### src/hw/ntt_consts.svh
`ifndef NTT_CONSTS_SVH
`define NTT_CONSTS_SVH

// ML-DSA prime modulus, q = 2^23 - 2^13 + 1
`define NTT_Q 23'd8380417

// Coefficient width in bits
`define NTT_WIDTH 23

// Modular multiplier depth in clock cycles
`define MULT_LAT 3

// Butterfly depth in clock cycles, the same for every mode
`define BF_LAT 4

`endif

### src/hw/ntt_ctrl_pkg.sv
`default_nettype none

package ntt_ctrl_pkg;

    // Operation modes
    // ct and gs run two butterfly layers, the pw modes run four lanes
    typedef enum logic [2:0] {
        ct  = 3'd0,
        gs  = 3'd1,
        pwm = 3'd2,
        pwa = 3'd3,
        pws = 3'd4
    } mode_t;

    // Control that moves down the pipeline next to its data
    typedef struct packed {
        logic  valid;
        mode_t mode;
    } ntt_ctrl_t;

endpackage

`default_nettype wire

### src/hw/ntt_data_pkg.sv
`default_nettype none
`include "ntt_consts.svh"

package ntt_data_pkg;

    // Butterfly operands, two layer-1 pairs and four twiddles
    typedef struct packed {
        logic [`NTT_WIDTH-1:0] u00;
        logic [`NTT_WIDTH-1:0] u01;
        logic [`NTT_WIDTH-1:0] v00;
        logic [`NTT_WIDTH-1:0] v01;
        logic [`NTT_WIDTH-1:0] w00;
        logic [`NTT_WIDTH-1:0] w01;
        logic [`NTT_WIDTH-1:0] w10;
        logic [`NTT_WIDTH-1:0] w11;
    } bf_uvw_t;

    // Pointwise operands, one u/v pair per lane
    typedef struct packed {
        logic [`NTT_WIDTH-1:0] u0;
        logic [`NTT_WIDTH-1:0] u1;
        logic [`NTT_WIDTH-1:0] u2;
        logic [`NTT_WIDTH-1:0] u3;
        logic [`NTT_WIDTH-1:0] v0;
        logic [`NTT_WIDTH-1:0] v1;
        logic [`NTT_WIDTH-1:0] v2;
        logic [`NTT_WIDTH-1:0] v3;
    } pw_uvw_t;

    // Layer-2 butterfly results
    typedef struct packed {
        logic [`NTT_WIDTH-1:0] u20;
        logic [`NTT_WIDTH-1:0] u21;
        logic [`NTT_WIDTH-1:0] v20;
        logic [`NTT_WIDTH-1:0] v21;
    } bf_uvo_t;

    // Pointwise results, lane 0 to lane 3
    typedef struct packed {
        logic [`NTT_WIDTH-1:0] uv0;
        logic [`NTT_WIDTH-1:0] uv1;
        logic [`NTT_WIDTH-1:0] uv2;
        logic [`NTT_WIDTH-1:0] uv3;
    } pwo_t;

    // Operand triple for a single butterfly unit
    typedef struct packed {
        logic [`NTT_WIDTH-1:0] u;
        logic [`NTT_WIDTH-1:0] v;
        logic [`NTT_WIDTH-1:0] w;
    } bf_op_t;

endpackage

`default_nettype wire

### src/hw/ntt_operand_select.sv
`timescale 1ns/100ps
`default_nettype none

module ntt_operand_select
    import ntt_ctrl_pkg::*;
    import ntt_data_pkg::*;
(
    input  logic      clk,
    input  logic      reset_n,
    input  logic      zeroize_i,
    input  logic      enable_i,
    input  mode_t     mode_i,
    input  bf_uvw_t   uvw_i,
    input  pw_uvw_t   pw_uvw_i,
    output ntt_ctrl_t ctrl_o,
    output bf_uvw_t   bf_o,
    output pw_uvw_t   pw_o
);

    logic pw_sel;

    assign pw_sel = mode_i inside {pwm, pwa, pws};

    always_ff @(posedge clk or negedge reset_n) begin
        if (!reset_n) begin
            ctrl_o <= '0;
            bf_o   <= '0;
            pw_o   <= '0;
        end else if (zeroize_i) begin
            ctrl_o <= '0;
            bf_o   <= '0;
            pw_o   <= '0;
        end else begin
            ctrl_o.valid <= enable_i;
            // Mode is held between operations so idle cycles keep the last steering
            if (enable_i) begin
                ctrl_o.mode <= mode_i;
            end
            // Only the set for the active mode is loaded, the other one stays at zero
            bf_o <= (enable_i && !pw_sel) ? uvw_i : '0;
            pw_o <= (enable_i && pw_sel) ? pw_uvw_i : '0;
        end
    end

endmodule

`default_nettype wire

### config.mk
export PLATFORM = sky130hd
export DESIGN_NAME = ntt_operand_select
export DESIGN_NICKNAME = d
export VERILOG_FILES = /design/src/hw/ntt_ctrl_pkg.sv /design/src/hw/ntt_data_pkg.sv /design/src/hw/ntt_operand_select.sv
export VERILOG_INCLUDE_DIRS = /design/src /design/src/hw
export SDC_FILE = /design/constraint.sdc
export NUM_CORES = 1
export LEC_CHECK = 0
export BUFFER_PORTS_ARGS = -buffer_cell sky130_fd_sc_hd__buf_2
export CORE_AREA = 2 2 290 292
export DETAILED_ROUTE_END_ITERATION = 10
export DIE_AREA = 0 0 292 294
export HOLD_SLACK_MARGIN = 0.08
export PLACE_DENSITY_LB_ADDON = 0.3
export SLEW_MARGIN = 10
export SYNTH_ARGS = -nofsm -noshare
export SYNTH_HDL_FRONTEND = slang
export SYNTH_SLANG_ARGS = --single-unit
export TNS_END_PERCENT = 5
### constraint.sdc
create_clock -name clk -period 0.8 [get_ports clk]
set_input_delay 0.16 -clock clk [delete_from_list [all_inputs] [get_ports clk]]
set_output_delay 0.16 -clock clk [all_outputs]
set_load 0.1 [all_outputs]
# [Word-level counts from Yosys, hierarchy flattened]
# Cells that the tools add are included.
[totals] output_inout_bits=372 ff_bits=372 input_bits=375 elab_cells=32
[classes] eq_ne=3 n_reduce_logical=5 n_mux=6
[op_table] op="$mux W184" n=4
[op_table] op="$eq A3 B2 Y1 const B" n=2
[op_table] op="$mux W4" n=1
[op_table] op="$eq A3 B3 Y1 const B" n=1
[op_table] op="$mux W3" n=1
[op_table] op="$reduce_bool A3 Y1" n=1
[op_table] op="$logic_and A1 B1 Y1" n=2
[op_table] op="$reduce_bool A2 Y1" n=1
[op_table] op="$logic_not A1 Y1" n=1

# [Logic depth before layout (Yosys ltp)]
[logic_depth] depth_word=6 ltp_mapped=5 depth_no_buf=2

# [Worst setup path before layout]
# Ideal clock, no wire load.
[synth_path] path_type="register to register" start="register ctrl_o[0] (netlist name)" end="register ctrl_o[0] (netlist bit)" t_required_ns=0.726 stages_incl_launch_ff=3 period_less_slack_ns=1.221 setup_ns=0.074 t_arrival_ns=1.147 setup_slack_ns=-0.421 n_path_buf=0 cell_sequence="dfrtp_1 > mux2i_1 > nor2_1"
[synth_rtl] item="to (decl)" line="ntt_operand_select.sv:15" rtl="output ntt_ctrl_t ctrl_o,"

# [Worst setup path after layout]
[layout_path] start="register ctrl_o[2] (netlist bit)" end="output ctrl_o[2] (netlist bit)"
# No word-level cell between the ends.

==> out/summary.md <==
The filler cells instantiated in the layout total 7795. The number of slew-limit violations in the final report is 0, and the final critical-path share of the clock period is 173%. The worst hold path begins at zeroize_i. The cell sitting at the root of the clock tree is a sky130_fd_sc_hd__clkbuf_16. The worst hold path was traced through 4 stages. The synthesized flop and latch total was 372. The run finished, with violations left. The synthesized design spends more area on one cell type than any other, namely sky130_fd_sc_hd__dfrtp_1. The clock network fraction of design power was 38.3%; the number of nets with antenna violations after routing was 0. The H-tree was split into 2 levels. The total of buffers placed on input and output ports was 746.

The effective utilization at floorplan was 16.3%; the synthesized area per cell was 15.5 µm². Yosys attributes the largest share of cell area to sky130_fd_sc_hd__dfrtp_1 (69%), sky130_fd_sc_hd__o211a_1 (14%), sky130_fd_sc_hd__and4_1 (12%), sky130_fd_sc_hd__buf_2 (2.1%), sky130_fd_sc_hd__buf_6 (1.5%). The area of the core is 82900 µm². Setup slack on the worst reg-to-reg path comes out at 0.01 ns. The initialized floorplan defines 106 standard-cell rows.

The critical path startpoint category was a flip-flop. The smallest clock period supported by the final layout is computed as 1.38 ns. The average routed wire per standard cell was 18.4 µm; the highest achievable clock rate was 0.723 GHz.

The post-synthesis instance area came out at 13600 µm². The cell type of the slowest stage on the worst timing path was sky130_fd_sc_hd__dfrtp_4. The kind of capture point of the worst setup path was an output pin. TritonCTS built the clock tree. Measured along the x axis, the die boundary spans 292 µm. At the placement stage, the worst setup path has a slack of -0.629 ns.

For this run, the number of Yosys warnings is 0. The tools report the DRC violation count after routing as 0. In the post-synthesis netlist, the cell with the most instances is sky130_fd_sc_hd__dfrtp_1. Dividing the detail-routed via count by the number of cells gives 3.96.

Measured on the finished design, the core utilization comes to 36.0%. The tools report the worst path arrival time as 1.22 ns. The endpoint of the worst hold path was bf_o[18]. Start of the worst register-to-register path: ctrl_o[2].

The floorplan step defined a die boundary enclosing 85800 µm². After detailed placement, the total cell area comes to 24700 µm². The register clock-pin slew on the reported worst setup and hold paths works out to 0.06 ns. The buffers plus inverters on the worst setup path is 1, and the number of distinct standard cells referenced by the synthesized netlist is 15. After synthesis, the largest area contributor takes up 68.7% of total cell area.

Total detailed-routing wirelength: 57400 µm. The setup total negative slack is -181.69 ns, and the global-route wire length before repair is 84100 µm. The number of cells on the worst reg-to-reg path is 2. The initial antenna violation count was 5. Post-CTS timing repair inserted 0 buffers for setup. In the final design database the tool counted 2381 nets.

The maximum fanout encountered on the critical timing path is 2. Global routing used 12.8% of the available tracks. The tools report the total iterations of the first detailed-routing run as 5. Measured along the y axis, the die boundary spans 294 µm.

The data required time of the critical path is 0.64 ns. Counting every net in the synthesized netlist gives 1247. The detailed router finished its first iteration with 346 violations. Number of CTS-inserted buffers: 45.

The worst register-to-register path ends at ctrl_o[2]. Headroom to the max-slew limit came out at 79.3%. Max-cap violations in this run came to 0. The path class of the lowest-slack min-delay path was primary input to flip-flop. Final hold violation count: 0. The logs give 0.55 ns for the clock latency on the worst-skew pair and 12300 for the via total after detailed routing. Broken down by cell family, the worst path's largest delay share belongs to flip-flops.

The primary flip-flop cell chosen by synthesis mapping was sky130_fd_sc_hd__dfrtp_1. Sequential elements use 68.7% of the synthesized area. The critical path goes through buf_12. Pin placement for this block handled 747 I/O pins. The number of flops mapped to enable cells by yosys was 0; the sink count of the clock tree was 372.

In the synthesized netlist, the cells that appear most often are sky130_fd_sc_hd__dfrtp_1 (372), sky130_fd_sc_hd__and4_1 (184), sky130_fd_sc_hd__o211a_1 (184). The run gives 42400 µm as the total half-perimeter wirelength after legalization and detailed placement. Setup violations remaining at the end of the flow were counted as 383.

The area growth from synthesis to layout is 120%. The combinational fraction of design power is 22.3%, and the pin count of the biggest net entering global routing is 77. Remaining global-route overflow: 0.

In this run the deepest clock path goes through 3 buffers. The kind of critical path was flip-flop to output pin. The final reports fail on setup timing. The number of global-route vias before repair is 13600. The post-route cell area came out at 29900 µm². Power spread over the standard cell area amounts to 1690 nW/µm². The worst-case IR drop observed on VDD is 0.00139 V. The tools report the setup clock skew after layout as 0 ns. Setup repair after global routing could not meet its margin everywhere. The tools report the final RePlAce weighted congestion as 0.835. Of the cells placed in the final design, the portion with a size suffix greater than 1 is 44.7%. The number of standard cells after synthesis was 872; the part of the total power dissipated in sequential elements was 39.4%.

The stage delay of the slowest cell on the critical path was 0.49 ns. The share of synthesized registers carrying an async set or reset is 100%. In this run the power spent charging and discharging nets is 14900 µW. Of the total power, the share spent switching nets is 29.6%.

For the post-layout worst setup margin, the log shows -0.583 ns. For the pin with the worst max-slew slack, the measured transition is 0.311 ns. The cell-internal power is 35500 µW, and the static leakage is 0.0157 µW.
## per-stage QoR
step                      std cells  total power, µW  hold WS, ns
after global placement         2664            29900      -0.0390
final                          3120            50400        0.158
after CTS                      3117            51400        0.127
after floorplan                 872            25000       -0.136
after global routing           3117            52600        0.133
after detailed placement       2664            30000      -0.0385
## kinds of logic after synthesis
| kind of cell | after synthesis | synth area share (%) |
|---|---|---|
| AOI/OAI and AO/OA | 184 | 13.6 |
| buffers and inverters | 121 | 5.20 |
| DFF | 372 | 68.7 |
| muxes | 3 | 0.222 |
| and+or+nand+nor | 192 | 12.3 |
## power by group through the flow
stage	Combinational (µW)	Sequential, µW	Clock, µW
floorplan	1130	23900	0
global placement	9750	20200	0
detailed placement	9810	20200	0
CTS	11300	19900	20100
global route	11800	19900	20900
finish	11200	19900	19300
## cell type report
| cell class | count | area [µm²] | area share, % |
|---|---|---|---|
| Clock buffer | 68 | 1320 | 4.43 |
| Tap cell | 1080 | 1350 | 4.52 |
| Multi-Input combinational cell | 379 | 3560 | 11.9 |
| Clock inverter | 10 | 63.8 | 0.214 |
| Timing Repair Buffer | 1208 | 14200 | 47.7 |
| Antenna cell | 3 | 7.51 | 0.0251 |
| Sequential cell | 372 | 9320 | 31.2 |
## per-layer routing
| layer | track usage (%) | vias to the layer above | wire length (µm) |
|---|---|---|---|
| met2 | 23.3 | 541 | 29500 |
| li1 | - | 5574 | - |
| met3 | 5.44 | 101 | 5460 |
| met5 | 0 | - | 54 |
| met4 | 4.32 | 8 | 1790 |
| met1 | 13.2 | 6124 | 20600 |
## state kept, by name, summed over array words and instances (netlist names)
name / cells
ctrl_o: 4
pw_o: 184
bf_o: 184
## worst max path at each step
stage                     slack [ns]      start  cells after the start        end
after global routing           -0.65  ctrl_o[2]                      1  ctrl_o[2]
after global placement         -0.63  mode_i[0]                      6  pw_o[129]
final                          -0.58  ctrl_o[2]                      1  ctrl_o[2]
after floorplan                -0.32  mode_i[0]                      4   bf_o[23]
after CTS                      -0.64  ctrl_o[2]                      1  ctrl_o[2]
after detailed placement       -0.63  mode_i[0]                      6  pw_o[129]
## repair_timing
action / in CTS / in global routing
hold endpoints to repair: 743 / 0
pin swaps: 1 / 3
hold buffers: 375 / 0
endpoints found under the setup margin: 377 / 592
resized for setup: 5 / 8
## layout by cell type (no fill, tap or decap), drive strengths merged
cell type,n
clkinvlp,1
mux2i,3
nor2,3
nor3b,1
o211a,184
nand2b,1
and2b,1
clkinv,7
nor2b,1
clkbuf,68
or3b,1
buf,833
diode,3
inv,2
and4,184
dfrtp,372
dlygate4sd3,374
dlymetal6s4s,1
Note: power is estimated with default switching activity, not from simulation.
